`src/hdl/conv_pkg.sv`:
```
package conv_pkg;

    // array geometry
    localparam int MAX_MACS   = 64;
    localparam int LANES      = 8;
    localparam int MAX_GROUPS = 8;
    localparam int ELEM_W     = 8;

    // int8 operand element
    typedef logic signed [ELEM_W-1:0] elem_t;

    // one sram read word, lane 0 holds the lowest address
    typedef elem_t [LANES-1:0] lane_word_t;

    // one mac operand vector
    typedef elem_t [MAX_MACS-1:0] mac_vec_t;

    // geometry dimension or stride
    typedef logic [7:0] dim_t;

    // element address into either sram
    typedef logic [15:0] addr_t;

    // lane count, 0 to 64
    typedef logic [6:0] macs_t;

    // group count, 0 to 8
    typedef logic [3:0] group_t;

    // output channel index
    typedef logic [7:0] oc_t;

    // per-group lane counts
    typedef macs_t [MAX_GROUPS-1:0] macs_vec_t;

endpackage

```
`src/hdl/conv_cfg_if.sv`:
```
`timescale 1ns/1ps

interface conv_cfg_if;

    // patch size in elements
    conv_pkg::macs_t  total_macs;
    // elements per kernel row, ker_col * in_channel
    conv_pkg::macs_t  row_len;
    // elements per image row, img_col * in_channel
    conv_pkg::addr_t  img_pitch;
    conv_pkg::dim_t   ker_row;
    // groups per full beat
    conv_pkg::group_t groups;
    conv_pkg::oc_t    out_channel;

    modport ctrl (
        output total_macs, row_len, img_pitch, ker_row, groups, out_channel
    );

    modport fetch (
        input row_len, img_pitch, ker_row
    );

    modport store (
        input total_macs, out_channel
    );

    modport pack (
        input total_macs, groups, out_channel
    );

endinterface

```
`src/hdl/conv_ctrl.sv`:
```
`timescale 1ns/1ps

module conv_ctrl (
    input  logic            clk,
    input  logic            rst,
    input  logic            start_i,
    input  conv_pkg::dim_t  img_row_i,
    input  conv_pkg::dim_t  img_col_i,
    input  conv_pkg::dim_t  ker_row_i,
    input  conv_pkg::dim_t  ker_col_i,
    input  conv_pkg::dim_t  in_channel_i,
    input  conv_pkg::dim_t  out_channel_i,
    input  conv_pkg::dim_t  stride_row_i,
    input  conv_pkg::dim_t  stride_col_i,
    conv_cfg_if.ctrl        cfg,
    output logic            load_start_o,
    input  logic            load_done_i,
    output logic            gather_start_o,
    output conv_pkg::addr_t gather_base_o,
    input  logic            gather_done_i,
    output logic            beat_o,
    output conv_pkg::oc_t   beat_oc_o,
    output conv_pkg::dim_t  beat_row_o,
    output conv_pkg::dim_t  beat_col_o,
    output logic            beat_last_o,
    output logic            busy_o
);

    typedef enum logic [2:0] {S_IDLE, S_LOAD, S_GATHER, S_EMIT, S_DONE} state_t;

    state_t state;

    // latched geometry
    conv_pkg::dim_t img_row, img_col, ker_row, ker_col;
    conv_pkg::dim_t in_ch, out_ch, stride_row, stride_col;

    conv_pkg::macs_t  total_macs;
    conv_pkg::addr_t  img_pitch;
    conv_pkg::group_t groups;

    // output position and its image offset
    conv_pkg::dim_t win_row, win_col, row_off, col_off;
    conv_pkg::oc_t  oc_base;

    logic win_end, row_fits, col_fits;

    always_ff @(posedge clk) begin
        if (state == S_IDLE && start_i) begin
            img_row    <= img_row_i;
            img_col    <= img_col_i;
            ker_row    <= ker_row_i;
            ker_col    <= ker_col_i;
            in_ch      <= in_channel_i;
            out_ch     <= out_channel_i;
            stride_row <= stride_row_i;
            stride_col <= stride_col_i;
        end
    end

    assign total_macs = 7'(ker_row * ker_col * in_ch);
    assign img_pitch  = img_col * in_ch;

    // groups = min(8, 64 / total_macs) by repeated subtraction
    always_comb begin
        conv_pkg::macs_t rem;
        rem    = 7'(conv_pkg::MAX_MACS);
        groups = '0;
        for (int i = 0; i < conv_pkg::MAX_GROUPS; i++) begin
            if (total_macs != '0 && rem >= total_macs) begin
                rem    = rem - total_macs;
                groups = groups + 1'b1;
            end
        end
    end

    assign cfg.total_macs  = total_macs;
    assign cfg.row_len     = 7'(ker_col * in_ch);
    assign cfg.img_pitch   = img_pitch;
    assign cfg.ker_row     = ker_row;
    assign cfg.groups      = groups;
    assign cfg.out_channel = out_ch;

    // last beat of the window and room for the next position
    assign win_end  = 9'(oc_base) + 9'(groups) >= 9'(out_ch);
    assign row_fits = 10'(row_off) + 10'(stride_row) + 10'(ker_row) <= 10'(img_row);
    assign col_fits = 10'(col_off) + 10'(stride_col) + 10'(ker_col) <= 10'(img_col);

    assign gather_base_o = row_off * img_pitch + col_off * in_ch;

    assign beat_o      = (state == S_EMIT);
    assign beat_oc_o   = oc_base;
    assign beat_row_o  = win_row;
    assign beat_col_o  = win_col;
    assign beat_last_o = win_end && !row_fits && !col_fits;
    assign busy_o      = (state != S_IDLE);

    always_ff @(posedge clk) begin
        if (!rst) begin
            state          <= S_IDLE;
            load_start_o   <= 1'b0;
            gather_start_o <= 1'b0;
            oc_base        <= '0;
            win_row        <= '0;
            win_col        <= '0;
            row_off        <= '0;
            col_off        <= '0;
        end else begin
            load_start_o   <= 1'b0;
            gather_start_o <= 1'b0;
            case (state)
                S_IDLE: begin
                    if (start_i) begin
                        state        <= S_LOAD;
                        load_start_o <= 1'b1;
                        win_row      <= '0;
                        win_col      <= '0;
                        row_off      <= '0;
                        col_off      <= '0;
                    end
                end
                S_LOAD: begin
                    if (load_done_i) begin
                        state          <= S_GATHER;
                        gather_start_o <= 1'b1;
                    end
                end
                S_GATHER: begin
                    if (gather_done_i) begin
                        state   <= S_EMIT;
                        oc_base <= '0;
                    end
                end
                S_EMIT: begin
                    if (!win_end) begin
                        oc_base <= oc_base + groups;
                    end else if (row_fits) begin
                        // row is the inner loop
                        win_row        <= win_row + 1'b1;
                        row_off        <= row_off + stride_row;
                        gather_start_o <= 1'b1;
                        state          <= S_GATHER;
                    end else if (col_fits) begin
                        win_row        <= '0;
                        row_off        <= '0;
                        win_col        <= win_col + 1'b1;
                        col_off        <= col_off + stride_col;
                        gather_start_o <= 1'b1;
                        state          <= S_GATHER;
                    end else begin
                        state <= S_DONE;
                    end
                end
                S_DONE: begin
                    state <= S_IDLE;
                end
                default: begin
                    state <= S_IDLE;
                end
            endcase
        end
    end

endmodule

```
`src/flat_wrapper.sv`:
```
// flat-port wrapper written by rule: the top's interface ports become plain ports
module conv_ctrl_flat 
  (clk, rst, start_i, img_row_i, img_col_i, ker_row_i, ker_col_i, in_channel_i, out_channel_i, stride_row_i, stride_col_i, load_start_o, load_done_i, gather_start_o, gather_base_o, gather_done_i, beat_o, beat_oc_o, beat_row_o, beat_col_o, beat_last_o, busy_o, cfg_total_macs, cfg_row_len, cfg_img_pitch, cfg_ker_row, cfg_groups, cfg_out_channel);
  conv_cfg_if cfg_i ();
  input  logic clk;
  input  logic rst;
  input  logic start_i;
  input  conv_pkg::dim_t img_row_i;
  input  conv_pkg::dim_t img_col_i;
  input  conv_pkg::dim_t ker_row_i;
  input  conv_pkg::dim_t ker_col_i;
  input  conv_pkg::dim_t in_channel_i;
  input  conv_pkg::dim_t out_channel_i;
  input  conv_pkg::dim_t stride_row_i;
  input  conv_pkg::dim_t stride_col_i;
  output logic load_start_o;
  input  logic load_done_i;
  output logic gather_start_o;
  output conv_pkg::addr_t gather_base_o;
  input  logic gather_done_i;
  output logic beat_o;
  output conv_pkg::oc_t beat_oc_o;
  output conv_pkg::dim_t beat_row_o;
  output conv_pkg::dim_t beat_col_o;
  output logic beat_last_o;
  output logic busy_o;
  output wire logic [$bits(cfg_i.total_macs)-1:0] cfg_total_macs;
  output wire logic [$bits(cfg_i.row_len)-1:0] cfg_row_len;
  output wire logic [$bits(cfg_i.img_pitch)-1:0] cfg_img_pitch;
  output wire logic [$bits(cfg_i.ker_row)-1:0] cfg_ker_row;
  output wire logic [$bits(cfg_i.groups)-1:0] cfg_groups;
  output wire logic [$bits(cfg_i.out_channel)-1:0] cfg_out_channel;
  assign cfg_total_macs = cfg_i.total_macs;
  assign cfg_row_len = cfg_i.row_len;
  assign cfg_img_pitch = cfg_i.img_pitch;
  assign cfg_ker_row = cfg_i.ker_row;
  assign cfg_groups = cfg_i.groups;
  assign cfg_out_channel = cfg_i.out_channel;
  conv_ctrl u_core (.clk(clk), .rst(rst), .start_i(start_i), .img_row_i(img_row_i), .img_col_i(img_col_i), .ker_row_i(ker_row_i), .ker_col_i(ker_col_i), .in_channel_i(in_channel_i), .out_channel_i(out_channel_i), .stride_row_i(stride_row_i), .stride_col_i(stride_col_i), .cfg(cfg_i), .load_start_o(load_start_o), .load_done_i(load_done_i), .gather_start_o(gather_start_o), .gather_base_o(gather_base_o), .gather_done_i(gather_done_i), .beat_o(beat_o), .beat_oc_o(beat_oc_o), .beat_row_o(beat_row_o), .beat_col_o(beat_col_o), .beat_last_o(beat_last_o), .busy_o(busy_o));
endmodule
```
`config.mk`:
```
export PLATFORM = sky130hd
export DESIGN_NAME = conv_ctrl_flat
export DESIGN_NICKNAME = d
export VERILOG_FILES = /design/src/hdl/conv_pkg.sv /design/src/hdl/conv_cfg_if.sv /design/src/hdl/conv_ctrl.sv /design/src/flat_wrapper.sv
export SDC_FILE = /design/constraint.sdc
export NUM_CORES = 1
export LEC_CHECK = 0
export ABC_AREA = 1
export BUFFER_PORTS_ARGS = -buffer_cell sky130_fd_sc_hd__buf_4
export CAP_MARGIN = 30
export CORE_MARGIN = 1.5
export CORE_UTILIZATION = 28
export DETAILED_ROUTE_END_ITERATION = 10
export SLEW_MARGIN = 20
export SYNTH_ARGS = -nofsm -noshare
export SYNTH_HDL_FRONTEND = slang
export SYNTH_SLANG_ARGS = --single-unit
```
`constraint.sdc`:
```
create_clock -name clk -period 44.4 [get_ports clk]
set_input_delay 6.66 -clock clk [delete_from_list [all_inputs] [get_ports clk]]
set_output_delay 6.66 -clock clk [all_outputs]
set_load 0.03 [all_outputs]
```
==> results of run 1 <==
worst max-delay path: cells and delay by family, from the launching register on:
kind | cells | cell delay [ns]
xor gates and xnor gates | 2 | 0.34
AOI/OAI and AO/OA | 37 | 6.26
and+or+nand+nor | 45 | 6.01
buffers and inverters | 18 | 1.84
adders and majority gates | 19 | 6.68
DFF | 1 | 0.61
cell families after synthesis:
| group | after synthesis | synth area share, % |
|---|---|---|
| AND/OR/NAND/NOR | 877 | 20.7 |
| buffers and inverters | 696 | 14.7 |
| adder cells (fa/ha/maj) | 429 | 36.9 |
| AO/OA/AOI/OAI | 230 | 7.30 |
| flip-flops | 109 | 15.4 |
| XOR/XNOR | 101 | 4.99 |
path summary, 6_finish.rpt:
kind	from	end	slack [ns]	cells after the start
setup / recovery	u_core.cfg.ker_row[0]	beat_last_o	15.61	121
hold / removal	u_core.beat_col_o[7]	u_core.beat_col_o[7]	0.46	1
setup reg to reg	u_core.cfg.ker_row[0]	u_core.row_off[0]	20.86	126
hold reg to reg	u_core.beat_col_o[7]	u_core.beat_col_o[7]	0.46	1
cell type report:
cell class | count | area share (%)
Multi-Input combinational cell | 1637 | 61.8
Sequential cell | 109 | 13.6
Inverter | 626 | 11.4
Timing Repair Buffer | 177 | 6.41
Tap cell | 855 | 5.16
Clock buffer | 9 | 1.09
Clock inverter | 7 | 0.519
cells in the mapped netlist, types with 6 or more instances:
library cell  instances  area, um^2
inv_2                11        41.3
and2_1                9        56.3
nand3_1              80         400
o21ai_1               6        30.0
fa_1                187        3740
xor2_1               69         604
nand4_1              11        68.8
a211oi_1             16         120
o21bai_1             20         150
dfxtp_1              45         901
buf_4                 6        45.0
nand3_2              14         140
edfxtp_1             64        1920
clkbuf_1             51         191
inv_1               607        2280
nor2_1              124         465
nor3_1               16        80.1
or2_2                15        93.8
clkinv_1              6        22.5
nand2_2              18         113
ha_1                242        3030
xnor2_1              28         245
a21oi_1             106         531
nand2_4               8        90.1
o21ai_0              48         240
nand2_1             561        2110
o31ai_1               6        45.0
per-layer routing:
layer	share of wire [%]	wire length, um	GRT usage, %
met5	0.036	17	0
met2	45	21600	24.3
met4	0.94	449	1.95
met1	48	22900	20.1
met3	5.7	2690	3.15
metrics by stage:
stage	worst slack, ns	std cells	utilization [%]	hold WS, ns
floorplan	17.78	2442	-	0.457
global placement	16.71	3404	31.6	0.445
detailed placement	16.13	3404	31.6	0.450
CTS	15.59	3420	32.1	0.463
global route	13.50	3420	32.1	0.505
finish	15.61	3420	32.1	0.457
==> metrics.yaml, run 1 <==
route:
  drt-vias-per-instance: 4.38
  dr.pass1.iters: 5
  vias: 15000
  drc: 0
  drt_iter0_drc: 793
  ant_nets: 0
  wl_per_cell_um: 13.9
  wl_um: 47700
synthesis:
  synth_edf_count: 64
  async_flop_share_pct: 0
  synth_nets: 2940
  ys.flop_type: "edfxtp_1"
  ys_seq_area_share_pct: 15.4
  synth_cell_types: 59
  syn_avg_cell_area_um2: 7.51
  yosysWarnings: 0
  ys_ff_latch: 109
  synth.cell_area_um2: 18300
  syn_inst: 2442
clock_network:
  h-tree-depth: 3
  cts_resized: 0
  clk_pin_slew_worst_paths_ns: 0.09
  post-cts-setup-buffers: 0
  holdBufCountCts: 0
  root_buffer: "clkbuf_16"
  clkSinkCount: 109
  clk_latency_ns: 0.39
  clockBufferDepth: 2
  cts_tree: "built"
  cts_buffers: 9
sta:
  slew_headroom_pct: 38.8
  tightest_slew_ns: 0.918
  finalSetupViolations: 0
  finClkSkew_ns: 0.0163
  hold_viol: 0
  rsz0062_at_grt: "false"
  fin_crit_ns: 28.79
  fmax_mhz: 34.7
  post-route-period-util_pct: 64.8
  tns_ns: 0
  drv_slew: 0
die:
  die_y_um: 259
  core-area_um2: 64600
  die_x_um: 259
  die_area_um2: 67000
  start_util_pct: 28.4
  rows: 93
  ios: 164
finish:
  layout-drive-gt1-share_pct: 11.0
  diodes: 0
  seqCellArea_um2: 2820
  final_common_cell: "inv_1"
  multi_input_area_um2: 12800
  mostFrequentLayoutCells: "607 x inv_1, 561 x nand2_1, 242 x ha_1"
  fill_cells: 6933
  finalNetCount: 3058
  syn_to_final_growth_pct: 13.1
  finalInstanceArea_um2: 20700
worst_setup_path:
  crit_required_ns: 37.74
  endpoint_kind: "primary output"
  worstSetupPathType: "reg -> out"
  critPathLaunchType: "flop"
  critPathMaxFanout: 16
  path_common_cell: "nand2_1"
  slowest_delay_ns: 0.61
  critical_path.slowest_cell: "edfxtp_1"
  cp.arrival_ns: 22.13
global_routing:
  antenna_found_initial: 1
  grt_pass1_wl_um: 78600
  grt_pass1_vias: 15100
  grt-ovfl-total: 0
  grt_max_degree: 65
  grt_usage_pct: 14.7
place:
  gp_congestion: 0.877
  io_buffers: 163
  dpl_cell_area_um2: 20400
  dpl.hpwl_um: 39600
hold_path:
  hp-class: "reg -> reg"
run:
  drv_cap: 0
run_status:
  status: "finished clean"
Power of run 1 is left out: the tool's default activity adds up to more than one toggle a clock period on the data nets, which glitch-free logic cannot reach.
==> run 2, diff against run 1 <==
==> constraint.sdc (replaced) <==
create_clock -name clk -period 29.5 [get_ports clk]
set_input_delay 4.425 -clock clk [delete_from_list [all_inputs] [get_ports clk]]
set_output_delay 4.425 -clock clk [all_outputs]
set_load 0.03 [all_outputs]
==> metrics.yaml, run 2 (same netlist as run 1, synthesis figures left out) <==
run_status:
  status: "finished clean"
clock_network:
  h-tree-depth: 3
  clk_latency_ns: 0.39
  clockBufferDepth: 2
  cts_buffers: 9
  clk_pin_slew_worst_paths_ns: 0.09
  clkSinkCount: 109
  cts_tree: "built"
  holdBufCountCts: 0
  root_buffer: "clkbuf_16"
  post-cts-setup-buffers: 0
  cts_resized: 0
global_routing:
  grt_usage_pct: 14.7
  grt_pass1_vias: 15100
  grt-ovfl-total: 0
  grt_max_degree: 65
  grt_pass1_wl_um: 78900
  antenna_found_initial: 1
die:
  die_y_um: 259
  die_x_um: 259
  core-area_um2: 64600
  rows: 93
  ios: 164
  start_util_pct: 28.4
  die_area_um2: 67000
sta:
  tns_ns: 0
  slew_headroom_pct: 39.1
  tightest_slew_ns: 0.913
  fin_crit_ns: 26.50
  post-route-period-util_pct: 89.8
  fmax_mhz: 37.7
  finClkSkew_ns: 0.0145
  hold_viol: 0
  rsz0062_at_grt: "false"
  finalSetupViolations: 0
  drv_slew: 0
finish:
  final_common_cell: "inv_1"
  fill_cells: 6902
  syn_to_final_growth_pct: 13.1
  mostFrequentLayoutCells: "607 x inv_1, 561 x nand2_1, 242 x ha_1"
  layout-drive-gt1-share_pct: 10.9
  finalNetCount: 3057
worst_setup_path:
  cp.arrival_ns: 22.07
  crit_required_ns: 25.08
  critical_path.slowest_cell: "edfxtp_1"
  critPathMaxFanout: 16
  slowest_delay_ns: 0.61
  endpoint_kind: "primary output"
  critical_path_buf_inv_count: 18
  path_common_cell: "nand2_1"
  worstSetupPathType: "reg -> out"
  path_delay_family: "adder cells"
  critPathLaunchType: "flop"
place:
  dpl.hpwl_um: 39300
  io_buffers: 163
  gp_congestion: 0.890
route:
  wl_um: 47600
  dr.pass1.iters: 5
  drt_iter0_drc: 729
  drc: 0
  ant_nets: 0
  wl_per_cell_um: 13.9
  drt-vias-per-instance: 4.41
  vias: 15100
run:
  drv_cap: 0
hold_path:
  hp-class: "reg -> reg"
run 2: cell count changes in the layout (fill, tap and decap cells not counted):
cell	before	now
buf_4	177	176
inv_8	2	3
diode_2	0	1
clkinv_8	3	2
run 2: metal layers:
layer  GRT usage, %  vias up  wire, um
met2           23.6      325     21200
met3           3.14       39      2700
met5              0        -        17
li1               -     7637         -
met1           20.4     7084     22900
met4           2.84        2       724
run 2: cell type report:
| cell class | count | area, um^2 | area share, % |
|---|---|---|---|
| clock inverters | 7 | 103 | 0.495 |
| multi-input cells | 1637 | 12800 | 61.9 |
| flip-flops and latches | 109 | 2820 | 13.6 |
| well taps | 855 | 1070 | 5.16 |
| inverters | 626 | 2360 | 11.4 |
| clock buffers | 9 | 225 | 1.09 |
| repair buffers | 176 | 1320 | 6.38 |
| diodes | 1 | 2.50 | 0.0121 |
run 2: path summary, 6_finish.rpt:
kind	slack, ns	cells after the start	endpoint	startpoint
max	3.00	115	beat_last_o	u_core.cfg.ker_row[0]
min	0.46	1	u_core.beat_col_o[7]	u_core.beat_col_o[7]
max reg2reg	5.99	123	u_core.beat_col_o[7]	u_core.cfg.ker_row[0]
min reg2reg	0.46	1	u_core.beat_col_o[7]	u_core.beat_col_o[7]
run 2: per-stage QoR:
stage          cell area [um^2]  cells  util [%]  setup WS, ns  hold slack, ns
2_1_floorplan             18300   2442         -          5.11           0.457
3_3_place_gp              20400   3403      31.6          4.03           0.446
3_5_place_dp              20400   3403      31.6          3.49           0.458
4_1_cts                   20700   3419      32.1          2.93           0.469
5_1_grt                   20700   3419      32.1         0.801           0.513
6_report                  20700   3420      32.1          3.00           0.464
Power of run 2 is left out for the same reason.
